[src/include/rv_opcodes.svh]
`ifndef RV_OPCODES_SVH
`define RV_OPCODES_SVH

// major opcodes of the supported subset
`define RV_OP_R      7'b0110011
`define RV_OP_I      7'b0010011
`define RV_OP_LUI    7'b0110111
`define RV_OP_LOAD   7'b0000011
`define RV_OP_STORE  7'b0100011
`define RV_OP_BRANCH 7'b1100011
`define RV_OP_JAL    7'b1101111

// funct3 for OP / OP-IMM
`define RV_F3_ADD    3'b000
`define RV_F3_SLL    3'b001
`define RV_F3_SLT    3'b010
`define RV_F3_XOR    3'b100
`define RV_F3_SRL    3'b101
`define RV_F3_OR     3'b110
`define RV_F3_AND    3'b111

`define RV_F3_LW     3'b010
`define RV_F3_SW     3'b010
`define RV_F3_BEQ    3'b000
`define RV_F3_BNE    3'b001
`define RV_F3_BLT    3'b100

`define RV_F7_BASE   7'b0000000
`define RV_F7_SUB    7'b0100000  // also the SRA/SRAI marker, not supported

`endif

[src/rv_pkg.sv]
package rv_pkg;

    typedef logic [31:0] word_t;
    typedef logic [31:0] addr_t;
    typedef logic [31:0] inst_t;
    typedef logic [4:0]  reg_idx_t;
    typedef logic [31:0] count_t;

    localparam inst_t nop_inst = 32'h0000_0013;  // addi x0, x0, 0

    typedef enum logic [3:0] {
        alu_add,
        alu_sub,
        alu_and,
        alu_or,
        alu_xor,
        alu_slt,
        alu_sll,
        alu_srl,
        alu_pass_b,  // lui
        alu_link     // jal return address
    } alu_op_t;

    typedef enum logic [1:0] {
        brk_beq,
        brk_bne,
        brk_blt
    } brk_t;

    typedef enum logic [1:0] {
        strong_not_taken,
        weak_not_taken,
        weak_taken,
        strong_taken
    } bp_state_t;

    typedef struct packed {
        logic    reg_write;
        logic    mem_read;
        logic    mem_write;
        logic    branch;
        logic    jump;
        logic    alu_src_imm;
        logic    lui;
        alu_op_t alu_op;
        brk_t    brk;
    } ctrl_t;

    typedef struct packed {
        logic  valid;
        addr_t pc;
        inst_t inst;
    } if_id_t;

    typedef struct packed {
        logic     valid;
        addr_t    pc;
        reg_idx_t rs1;
        reg_idx_t rs2;
        reg_idx_t rd;
        word_t    op_a;
        word_t    op_b;
        word_t    imm;
        ctrl_t    ctrl;
        logic     predicted;
    } id_ex_t;

    typedef struct packed {
        logic     valid;
        reg_idx_t rd;
        word_t    result;
        word_t    store_data;
        ctrl_t    ctrl;
    } ex_mem_t;

    typedef struct packed {
        logic     valid;
        reg_idx_t rd;
        word_t    wdata;
        logic     reg_write;
    } mem_wb_t;

endpackage

[src/rv_decoder.sv]
`timescale 1ns/1ps
`include "rv_opcodes.svh"

module rv_decoder
    import rv_pkg::*;
(
    input  inst_t    inst,
    output ctrl_t    ctrl,
    output word_t    imm,
    output reg_idx_t rs1,
    output reg_idx_t rs2,
    output reg_idx_t rd
);

    logic [6:0] opcode;
    logic [2:0] funct3;
    logic [6:0] funct7;
    alu_op_t    arith_op;
    word_t      imm_i;
    word_t      imm_s;
    word_t      imm_b;
    word_t      imm_u;
    word_t      imm_j;

    assign opcode = inst[6:0];
    assign funct3 = inst[14:12];
    assign funct7 = inst[31:25];
    assign rs1    = inst[19:15];
    assign rs2    = inst[24:20];
    assign rd     = inst[11:7];

    assign imm_i = {{20{inst[31]}}, inst[31:20]};
    assign imm_s = {{20{inst[31]}}, inst[31:25], inst[11:7]};
    assign imm_b = {{19{inst[31]}}, inst[31], inst[7], inst[30:25], inst[11:8], 1'b0};
    assign imm_u = {inst[31:12], 12'b0};
    assign imm_j = {{11{inst[31]}}, inst[31], inst[19:12], inst[20], inst[30:21], 1'b0};

    // shared by OP and OP-IMM, sub only exists in register form
    always_comb begin
        case (funct3)
            `RV_F3_ADD: arith_op = (opcode == `RV_OP_R && funct7 == `RV_F7_SUB) ? alu_sub : alu_add;
            `RV_F3_SLL: arith_op = alu_sll;
            `RV_F3_SLT: arith_op = alu_slt;
            `RV_F3_XOR: arith_op = alu_xor;
            `RV_F3_SRL: arith_op = alu_srl;
            `RV_F3_OR:  arith_op = alu_or;
            `RV_F3_AND: arith_op = alu_and;
            default:    arith_op = alu_add;  // sltu not in the subset
        endcase
    end

    always_comb begin
        ctrl = '0;  // unknown opcode ends up as a no-op
        imm  = '0;
        case (opcode)
            `RV_OP_R: begin
                ctrl.reg_write = 1'b1;
                ctrl.alu_op    = arith_op;
            end
            `RV_OP_I: begin
                ctrl.reg_write   = 1'b1;
                ctrl.alu_src_imm = 1'b1;
                ctrl.alu_op      = arith_op;
                imm              = imm_i;
            end
            `RV_OP_LUI: begin
                ctrl.reg_write   = 1'b1;
                ctrl.alu_src_imm = 1'b1;
                ctrl.lui         = 1'b1;
                ctrl.alu_op      = alu_pass_b;
                imm              = imm_u;
            end
            `RV_OP_LOAD: begin
                if (funct3 == `RV_F3_LW) begin
                    ctrl.reg_write   = 1'b1;
                    ctrl.mem_read    = 1'b1;
                    ctrl.alu_src_imm = 1'b1;
                    imm              = imm_i;
                end
            end
            `RV_OP_STORE: begin
                if (funct3 == `RV_F3_SW) begin
                    ctrl.mem_write   = 1'b1;
                    ctrl.alu_src_imm = 1'b1;
                    imm              = imm_s;
                end
            end
            `RV_OP_BRANCH: begin
                imm = imm_b;
                case (funct3)
                    `RV_F3_BEQ: begin
                        ctrl.branch = 1'b1;
                        ctrl.brk    = brk_beq;
                    end
                    `RV_F3_BNE: begin
                        ctrl.branch = 1'b1;
                        ctrl.brk    = brk_bne;
                    end
                    `RV_F3_BLT: begin
                        ctrl.branch = 1'b1;
                        ctrl.brk    = brk_blt;
                    end
                    default: ;
                endcase
            end
            `RV_OP_JAL: begin
                ctrl.reg_write   = 1'b1;
                ctrl.jump        = 1'b1;
                ctrl.alu_src_imm = 1'b1;  // no rs2 read
                ctrl.alu_op      = alu_link;
                imm              = imm_j;
            end
            default: ;
        endcase
    end

endmodule

[src/rv_regfile.sv]
`timescale 1ns/1ps

module rv_regfile
    import rv_pkg::*;
(
    input  logic     clk,
    input  logic     rst_n,
    input  reg_idx_t rd_addr_a,
    input  reg_idx_t rd_addr_b,
    input  logic     wr_en,
    input  reg_idx_t wr_addr,
    input  word_t    wr_data,
    output word_t    rd_data_a,
    output word_t    rd_data_b
);

    word_t regs [32];

    always_ff @(posedge clk or negedge rst_n) begin
        if (!rst_n) begin
            for (int i = 0; i < 32; i++) begin
                regs[i] <= '0;
            end
        end else if (wr_en && wr_addr != '0) begin
            regs[wr_addr] <= wr_data;
        end
    end

    // write-before-read, x0 hardwired
    assign rd_data_a = (rd_addr_a == '0) ? '0 :
                       (wr_en && wr_addr == rd_addr_a) ? wr_data : regs[rd_addr_a];
    assign rd_data_b = (rd_addr_b == '0) ? '0 :
                       (wr_en && wr_addr == rd_addr_b) ? wr_data : regs[rd_addr_b];

endmodule

[src/rv_alu.sv]
`timescale 1ns/1ps

module rv_alu
    import rv_pkg::*;
(
    input  alu_op_t op,
    input  word_t   a,
    input  word_t   b,
    input  brk_t    brk,
    output word_t   result,
    output logic    br_taken
);

    always_comb begin
        case (op)
            alu_add:  result = a + b;
            alu_sub:  result = a - b;
            alu_and:  result = a & b;
            alu_or:   result = a | b;
            alu_xor:  result = a ^ b;
            alu_slt:  result = {31'b0, $signed(a) < $signed(b)};
            alu_sll:  result = a << b[4:0];
            alu_srl:  result = a >> b[4:0];
            alu_link: result = a + 32'd4;  // a carries the pc here
            default:  result = b;          // pass_b
        endcase
    end

    // compare runs beside the result path
    always_comb begin
        case (brk)
            brk_bne: br_taken = (a != b);
            brk_blt: br_taken = ($signed(a) < $signed(b));
            default: br_taken = (a == b);
        endcase
    end

endmodule

[src/rv_branch_predictor.sv]
`timescale 1ns/1ps

module rv_branch_predictor
    import rv_pkg::*;
(
    input  logic clk,
    input  logic rst_n,
    input  logic resolve,
    input  logic actual_taken,
    output logic predict_taken
);

    bp_state_t state_q;
    bp_state_t state_d;

    // one saturating step toward the outcome
    always_comb begin
        state_d = state_q;
        if (resolve) begin
            case (state_q)
                strong_not_taken: state_d = actual_taken ? weak_not_taken : strong_not_taken;
                weak_not_taken:   state_d = actual_taken ? weak_taken : strong_not_taken;
                weak_taken:       state_d = actual_taken ? strong_taken : weak_not_taken;
                default:          state_d = actual_taken ? strong_taken : weak_taken;
            endcase
        end
    end

    always_ff @(posedge clk or negedge rst_n) begin
        if (!rst_n) begin
            state_q <= weak_not_taken;
        end else begin
            state_q <= state_d;
        end
    end

    // a branch in decode sees the update of the one resolving in execute
    assign predict_taken = (state_d == weak_taken) || (state_d == strong_taken);

endmodule

[src/rv_perf_counter.sv]
`timescale 1ns/1ps

module rv_perf_counter
    import rv_pkg::*;
(
    input  logic   clk,
    input  logic   rst_n,
    input  logic   retire,
    input  logic   mispredict,
    output count_t retired_count,
    output count_t mispredict_count
);

    always_ff @(posedge clk or negedge rst_n) begin
        if (!rst_n) begin
            retired_count    <= '0;
            mispredict_count <= '0;
        end else begin
            if (retire)     retired_count    <= retired_count + 32'd1;
            if (mispredict) mispredict_count <= mispredict_count + 32'd1;
        end
    end

endmodule

[src/rv_core.sv]
`timescale 1ns/1ps

module rv_core
    import rv_pkg::*;
(
    input  logic  clk,
    input  logic  rst_n,
    output addr_t imem_addr,
    input  inst_t imem_data,
    output logic  dmem_valid,
    input  logic  dmem_ready,
    output addr_t dmem_addr,
    output logic  dmem_we,
    output word_t dmem_wdata,
    input  word_t dmem_rdata,
    output logic  bp_lookup,
    input  logic  bp_taken,
    output logic  bp_resolve,
    output logic  bp_actual,
    output logic  retire,
    output logic  mispredict
);

    addr_t    pc_q;
    addr_t    pc_d;
    if_id_t   if_id_q;
    id_ex_t   id_ex_q;
    id_ex_t   id_ex_d;
    ex_mem_t  ex_mem_q;
    ex_mem_t  ex_mem_d;
    mem_wb_t  mem_wb_q;
    mem_wb_t  mem_wb_d;

    ctrl_t    ctrl_d;
    word_t    imm_d;
    reg_idx_t rs1_d;
    reg_idx_t rs2_d;
    reg_idx_t rd_d;
    word_t    rf_a;
    word_t    rf_b;
    logic     uses_rs1;
    logic     uses_rs2;
    logic     load_use;
    logic     redirect_d;

    word_t    fwd_a;
    word_t    fwd_b;
    word_t    alu_a;
    word_t    alu_b;
    word_t    alu_res;
    logic     br_taken;
    addr_t    br_target;

    logic     mem_access;
    logic     mem_stall;

    // decode
    rv_decoder decoder_i (
        .inst (if_id_q.inst),
        .ctrl (ctrl_d),
        .imm  (imm_d),
        .rs1  (rs1_d),
        .rs2  (rs2_d),
        .rd   (rd_d)
    );

    rv_regfile regfile_i (
        .clk       (clk),
        .rst_n     (rst_n),
        .rd_addr_a (rs1_d),
        .rd_addr_b (rs2_d),
        .wr_en     (mem_wb_q.valid & mem_wb_q.reg_write),
        .wr_addr   (mem_wb_q.rd),
        .wr_data   (mem_wb_q.wdata),
        .rd_data_a (rf_a),
        .rd_data_b (rf_b)
    );

    assign uses_rs1 = ~(ctrl_d.lui | ctrl_d.jump);
    assign uses_rs2 = ~ctrl_d.alu_src_imm | ctrl_d.mem_write;  // stores read rs2 too

    assign load_use = if_id_q.valid && id_ex_q.valid && id_ex_q.ctrl.mem_read &&
                      id_ex_q.rd != '0 &&
                      ((uses_rs1 && id_ex_q.rd == rs1_d) || (uses_rs2 && id_ex_q.rd == rs2_d));

    assign bp_lookup  = if_id_q.valid & ctrl_d.branch;
    assign redirect_d = (if_id_q.valid & ctrl_d.jump) | (bp_lookup & bp_taken);

    assign id_ex_d = '{valid: if_id_q.valid, pc: if_id_q.pc, rs1: rs1_d, rs2: rs2_d,
                       rd: rd_d, op_a: rf_a, op_b: rf_b, imm: imm_d, ctrl: ctrl_d,
                       predicted: bp_lookup & bp_taken};

    // execute, mem result beats wb result
    function automatic word_t forward(reg_idx_t src, word_t reg_val);
        if (src != '0 && ex_mem_q.valid && ex_mem_q.ctrl.reg_write && ex_mem_q.rd == src)
            return ex_mem_q.result;
        if (src != '0 && mem_wb_q.valid && mem_wb_q.reg_write && mem_wb_q.rd == src)
            return mem_wb_q.wdata;
        return reg_val;
    endfunction

    always_comb begin
        fwd_a = forward(id_ex_q.rs1, id_ex_q.op_a);
        fwd_b = forward(id_ex_q.rs2, id_ex_q.op_b);
    end

    assign alu_a = id_ex_q.ctrl.jump ? id_ex_q.pc : fwd_a;
    assign alu_b = id_ex_q.ctrl.alu_src_imm ? id_ex_q.imm : fwd_b;

    rv_alu alu_i (
        .op       (id_ex_q.ctrl.alu_op),
        .a        (alu_a),
        .b        (alu_b),
        .brk      (id_ex_q.ctrl.brk),
        .result   (alu_res),
        .br_taken (br_taken)
    );

    assign br_target  = id_ex_q.pc + id_ex_q.imm;
    assign bp_resolve = id_ex_q.valid & id_ex_q.ctrl.branch & ~mem_stall;
    assign bp_actual  = br_taken;
    assign mispredict = bp_resolve & (br_taken != id_ex_q.predicted);

    assign ex_mem_d = '{valid: id_ex_q.valid, rd: id_ex_q.rd, result: alu_res,
                        store_data: fwd_b, ctrl: id_ex_q.ctrl};

    // memory stage owns the data port
    assign mem_access = ex_mem_q.valid & (ex_mem_q.ctrl.mem_read | ex_mem_q.ctrl.mem_write);
    assign mem_stall  = mem_access & ~dmem_ready;
    assign dmem_valid = mem_access;
    assign dmem_addr  = ex_mem_q.result;
    assign dmem_we    = ex_mem_q.ctrl.mem_write;
    assign dmem_wdata = ex_mem_q.store_data;
    assign retire     = ex_mem_q.valid & ~mem_stall;

    assign mem_wb_d = '{valid: ex_mem_q.valid, rd: ex_mem_q.rd,
                        wdata: ex_mem_q.ctrl.mem_read ? dmem_rdata : ex_mem_q.result,
                        reg_write: ex_mem_q.ctrl.reg_write};

    // next pc, execute redirect wins over decode
    always_comb begin
        pc_d = pc_q + 32'd4;
        if (mispredict) begin
            pc_d = br_taken ? br_target : id_ex_q.pc + 32'd4;
        end else if (load_use) begin
            pc_d = pc_q;
        end else if (redirect_d) begin
            pc_d = if_id_q.pc + imm_d;
        end
    end

    assign imem_addr = pc_q;

    always_ff @(posedge clk or negedge rst_n) begin
        if (!rst_n) begin
            pc_q     <= '0;
            if_id_q  <= '{valid: 1'b0, pc: '0, inst: nop_inst};
            id_ex_q  <= '0;
            ex_mem_q <= '0;
            mem_wb_q <= '0;
        end else if (!mem_stall) begin
            pc_q <= pc_d;
            if (mispredict || (redirect_d && !load_use)) begin
                if_id_q <= '{valid: 1'b0, pc: '0, inst: nop_inst};  // squash wrong-path fetch
            end else if (!load_use) begin
                if_id_q <= '{valid: 1'b1, pc: pc_q, inst: imem_data};
            end
            if (mispredict || load_use) begin
                id_ex_q <= '0;  // bubble
            end else begin
                id_ex_q <= id_ex_d;
            end
            ex_mem_q <= ex_mem_d;
            mem_wb_q <= mem_wb_d;
        end
    end

endmodule

[src/rv_subsys.sv]
`timescale 1ns/1ps

module rv_subsys
    import rv_pkg::*;
(
    input  logic   clk,
    input  logic   rst_n,
    output addr_t  imem_addr,
    input  inst_t  imem_data,
    output logic   dmem_valid,
    input  logic   dmem_ready,
    output addr_t  dmem_addr,
    output logic   dmem_we,
    output word_t  dmem_wdata,
    input  word_t  dmem_rdata,
    output count_t retired_count,
    output count_t mispredict_count
);

    logic bp_lookup;
    logic bp_taken;
    logic bp_resolve;
    logic bp_actual;
    logic predict_taken;
    logic retire;
    logic mispredict;

    rv_core core_i (
        .clk        (clk),
        .rst_n      (rst_n),
        .imem_addr  (imem_addr),
        .imem_data  (imem_data),
        .dmem_valid (dmem_valid),
        .dmem_ready (dmem_ready),
        .dmem_addr  (dmem_addr),
        .dmem_we    (dmem_we),
        .dmem_wdata (dmem_wdata),
        .dmem_rdata (dmem_rdata),
        .bp_lookup  (bp_lookup),
        .bp_taken   (bp_taken),
        .bp_resolve (bp_resolve),
        .bp_actual  (bp_actual),
        .retire     (retire),
        .mispredict (mispredict)
    );

    rv_branch_predictor predictor_i (
        .clk           (clk),
        .rst_n         (rst_n),
        .resolve       (bp_resolve),
        .actual_taken  (bp_actual),
        .predict_taken (predict_taken)
    );

    assign bp_taken = bp_lookup & predict_taken;  // only branches get a prediction

    rv_perf_counter perf_i (
        .clk              (clk),
        .rst_n            (rst_n),
        .retire           (retire),
        .mispredict       (mispredict),
        .retired_count    (retired_count),
        .mispredict_count (mispredict_count)
    );

endmodule

[config.mk]
export PLATFORM = sky130hd
export DESIGN_NAME = rv_subsys
export DESIGN_NICKNAME = d
export VERILOG_FILES = /design/src/rv_pkg.sv /design/src/rv_decoder.sv /design/src/rv_regfile.sv /design/src/rv_alu.sv /design/src/rv_branch_predictor.sv /design/src/rv_perf_counter.sv /design/src/rv_core.sv /design/src/rv_subsys.sv
export VERILOG_INCLUDE_DIRS = /design/src /design/src/include
export SDC_FILE = /design/constraint.sdc
export NUM_CORES = 2
export LEC_CHECK = 0
export BUFFER_PORTS_ARGS = -buffer_cell sky130_fd_sc_hd__buf_2
export CORE_MARGIN = 3
export CORE_UTILIZATION = 25
export DETAILED_ROUTE_END_ITERATION = 8
export GPL_ROUTABILITY_DRIVEN = 0
export PLACE_DENSITY_LB_ADDON = 0.05
export SYNTH_ARGS = -nofsm -noshare
export SYNTH_HDL_FRONTEND = slang
export SYNTH_SLANG_ARGS = --single-unit
[constraint.sdc]
create_clock -name clk -period 9.8 [get_ports clk]
set_input_delay 0.49 -clock clk [delete_from_list [all_inputs] [get_ports clk]]
set_output_delay 0.49 -clock clk [all_outputs]
set_load 0.02 [all_outputs]
==> results.ini <==
[clock_network]
cts_resized=0
cts_made_buffers=195
clock_latency_ns=0.88
cts_root_buf=clkbuf_16
cts_sinks=1456
cts.htree.levels=4
cts.reportedPaths.clkPinSlew_ns=0.06
clk_path_buf_depth=4
cts_tree=done

[synth]
syn_area_um2=87200
synth_edf_count=0
synth_area_leader_cell=dfrtp_1
ys_types=92
netlist_instances=8011
netlist.area_leader.share_pct=41.7
synth_area_leaders=dfrtp_1 (42%), mux4_2 (13%), mux2_2 (9.4%)
netlist_top_cells_count=dfrtp_1 (1,452), nand2_1 (939), mux2_2 (729)
ys_warn_count=0
synthArstFlopShare_pct=100
avgSynthCellArea_um2=10.9
synth_seq_cells=1456
synth_nets=8248
yosysMostFrequentCell=dfrtp_1
ys.flop_type=dfrtp_1
ys_seq_area_share_pct=41.8

[floorplanning]
start_util_pct=25.1
die_area_um2=356000
ios=229
placementRows=216
core_um2=347000
die_y_um=597
dieWidth_um=597

[timing]
final_hold_viol_count=0
fmaxAchievable_mhz=116
slew_viol_final=0
tightestPinTransition_ns=1.38
setup_viol=0
tns_ns=0
maxSlewHeadroom_pct=7.08
grt_setup_unrepaired=false
fin_worst_skew_ns=0.0595
period_minus_slack_ns=8.59
period_share_pct=87.7

[power_and_ir_drop]
p_leak_nw=43.8
vdd_drop_max_mv=0.132
powerDensity_nw_per_um2=168

[finish]
fin_nets=8182
drive_gt1_share_pct=26.2
final.fill_count=35800
final_cell_count_no_fill=12700
area_growth_pct=15.2

[critical_path]
end_kind=flip-flop
crit_chain=xor2_1 -> or4_1 -> nor3_2 -> buf_4 -> mux2i_1 -> o21ai_0 -> mux2i_1 -> inv_1 -> ha_1 -> or4b_2 -> nor4_1 -> nand3_1 -> nand3_1 -> o21ai_0 -> nor3_2 -> mux2i_4 -> buf_4 -> nor2_4 -> buf_4 -> a22o_1
required_ns=10.61
slowest_stage=nor4_1
cp_num_buf_inv=4
crit_fanout=40
crit_arrival_ns=9.40
setup.worst_path.class=flip-flop to flip-flop
worst_setup_path_start_kind=flip-flop
r2r_cells=20
crit_path_frequent_cell=buf_4
critPathMaxStageDelay_ns=0.85
crit_family=simple AND/OR/NAND/NOR gates
cp_num_cells=20

[routing]
via_count=68300
drc=0
totalWireLength_um=422000
final_antenna_net_count=0
drt-wirelength-per-cell_um=33.2
firstDrtPassIters=6
drt-initial-drc-count=5664
viasPerCell=5.38

[global_routing]
grt_max_degree=153
antenna_found_initial=32
grt_util_all_layers_pct=23.2
grt_pass1_wl_um=589000
grt_pass1_vias=69400
overflow=0

[flow_run]
drv_cap=0

[min_path]
hold_depth=3
hold_path_class=primary input to flip-flop

[placement]
dp_hpwl_um=283000
portBuffers=228
place_inst=12300

[run_status]
status=completed

==> final timing paths <==
check,startpoint,end,slack (ns)
worst max-delay path,core_i.mem_wb_q[33],core_i.if_id_q[16],1.21
worst min-delay path,dmem_rdata[9],core_i.mem_wb_q[10],0.07
worst max register to register,core_i.mem_wb_q[33],core_i.if_id_q[16],1.21
worst min register to register,core_i.regfile_i.regs[1012],core_i.regfile_i.regs[1012],0.39
max in group asynchronous,rst_n,core_i.regfile_i.regs[66],7.37
min in group asynchronous,rst_n,core_i.id_ex_d[133],0.19
==> cell type report <==
type                       instances  area (µm²)  share of cell area (%)
multi-input combinational       5619       47400                    47.2
sequential                      1456       36500                    36.3
clock buffer                     291        5790                    5.77
tap                             4578        5730                    5.70
timing repair buffer             520        3700                    3.68
clock inverter                    56         706                   0.703
inverter                         153         577                   0.574
antenna                           18        45.0                  0.0449
==> flip-flops by register name (all words and copies together), names as in the netlist, 32 cells and up <==
name / cells
core_i.mem_wb_q: 39
core_i.regfile_i.regs: 1024
perf_i.retired_count: 32
core_i.if_id_q: 32
perf_i.mispredict_count: 32
core_i.imem_addr: 32
core_i.dmem_wdata: 32
core_i.id_ex_q: 139
core_i.id_ex_d: 33
core_i.dmem_addr: 32
==> kinds of logic (layout without fill, tap and decap cells) <==
logic type / after synthesis / after routing / share of synthesized area, %
DFF: 1456 / 1456 / 41.8
muxes: 1582 / 1582 / 26.3
AOI/OAI and AO/OA: 1810 / 1810 / 13.3
other: 0 / 18 / 0
buffers and inverters: 936 / 1020 / 4.42
and+or+nand+nor: 1822 / 1822 / 9.31
xor gates and xnor gates: 235 / 235 / 2.36
adders and majority gates: 170 / 170 / 2.47
==> report_power, final <==
part	leakage [nW]	switching [mW]	internal [mW]
combinational	20.8	1.78	0.873
clock	3.21	3.04	4.39
sequential	19.8	0.515	6.31
total	43.8	5.34	11.6
==> routing by layer <==
layer | vias to the layer above | track usage (%) | routed length [µm]
met5 | - | 0 | 27
met4 | 4 | 8.33 | 17100
met3 | 539 | 2.78 | 19200
met2 | 2043 | 37.2 | 194000
met1 | 36200 | 32.1 | 192000
li1 | 29500 | - | -
==> cells in the final DEF, fill, tap and decap left out, drive strengths merged, types with 17 or more instances in the layout <==
master	instances
a211o	47
a211oi	99
a21o	64
a21oi	311
a221oi	51
a22o	144
a31oi	56
and2	18
and3	45
buf	466
clkbuf	291
clkinv	38
dfrtp	1452
diode	18
dlygate4sd3	54
ha	166
inv	156
mux2	729
mux2i	359
mux4	494
nand2	939
nand2b	39
nand3	122
nand4	46
nor2	306
nor2b	74
nor3	142
nor4	26
o211ai	45
o21ai	646
o21bai	17
o221ai	39
o22ai	102
o31a	27
o31ai	36
xnor2	175
xor2	60
==> worst register-to-register path, cell delays in order (launching register included) <==
cell and delay, ns:
dfrtp_1 0.79, xor2_1 0.16, or4_1 0.61, nor3_2 0.20, buf_4 0.62, mux2i_1 0.30, o21ai_0 0.15, mux2i_1 0.34
inv_1 0.09, ha_1 0.47, or4b_2 0.81, nor4_1 0.85, nand3_1 0.23, nand3_1 0.13, o21ai_0 0.10, nor3_2 0.75
mux2i_4 0.16, buf_4 0.33, nor2_4 0.57, buf_4 0.56, a22o_1 0.30
==> metrics by stage <==
| step | worst slack [ns] | utilization (%) | power [mW] | hold slack [ns] | area (µm²) |
|---|---|---|---|---|---|
| CTS | 1.27 | 28.9 | 17.2 | 0.0123 | 100000 |
| floorplan | 3.32 | - | 8.21 | 0.194 | 87200 |
| detailed placement | 1.27 | 26.9 | 9.57 | 0.383 | 93300 |
| finish | 1.21 | 29.0 | 16.9 | 0.0689 | 100000 |
| global route | 0.813 | 28.9 | 17.6 | 0.0701 | 100000 |
| global placement | 1.28 | 26.9 | 9.58 | 0.379 | 93300 |
==> what timing repair did <==
item | in CTS | in global routing
buffers inserted | 0 | 0
hold endpoints to repair | 139 | 0
hold buffers | 54 | 0
Note: power is estimated with default switching activity, not from simulation.
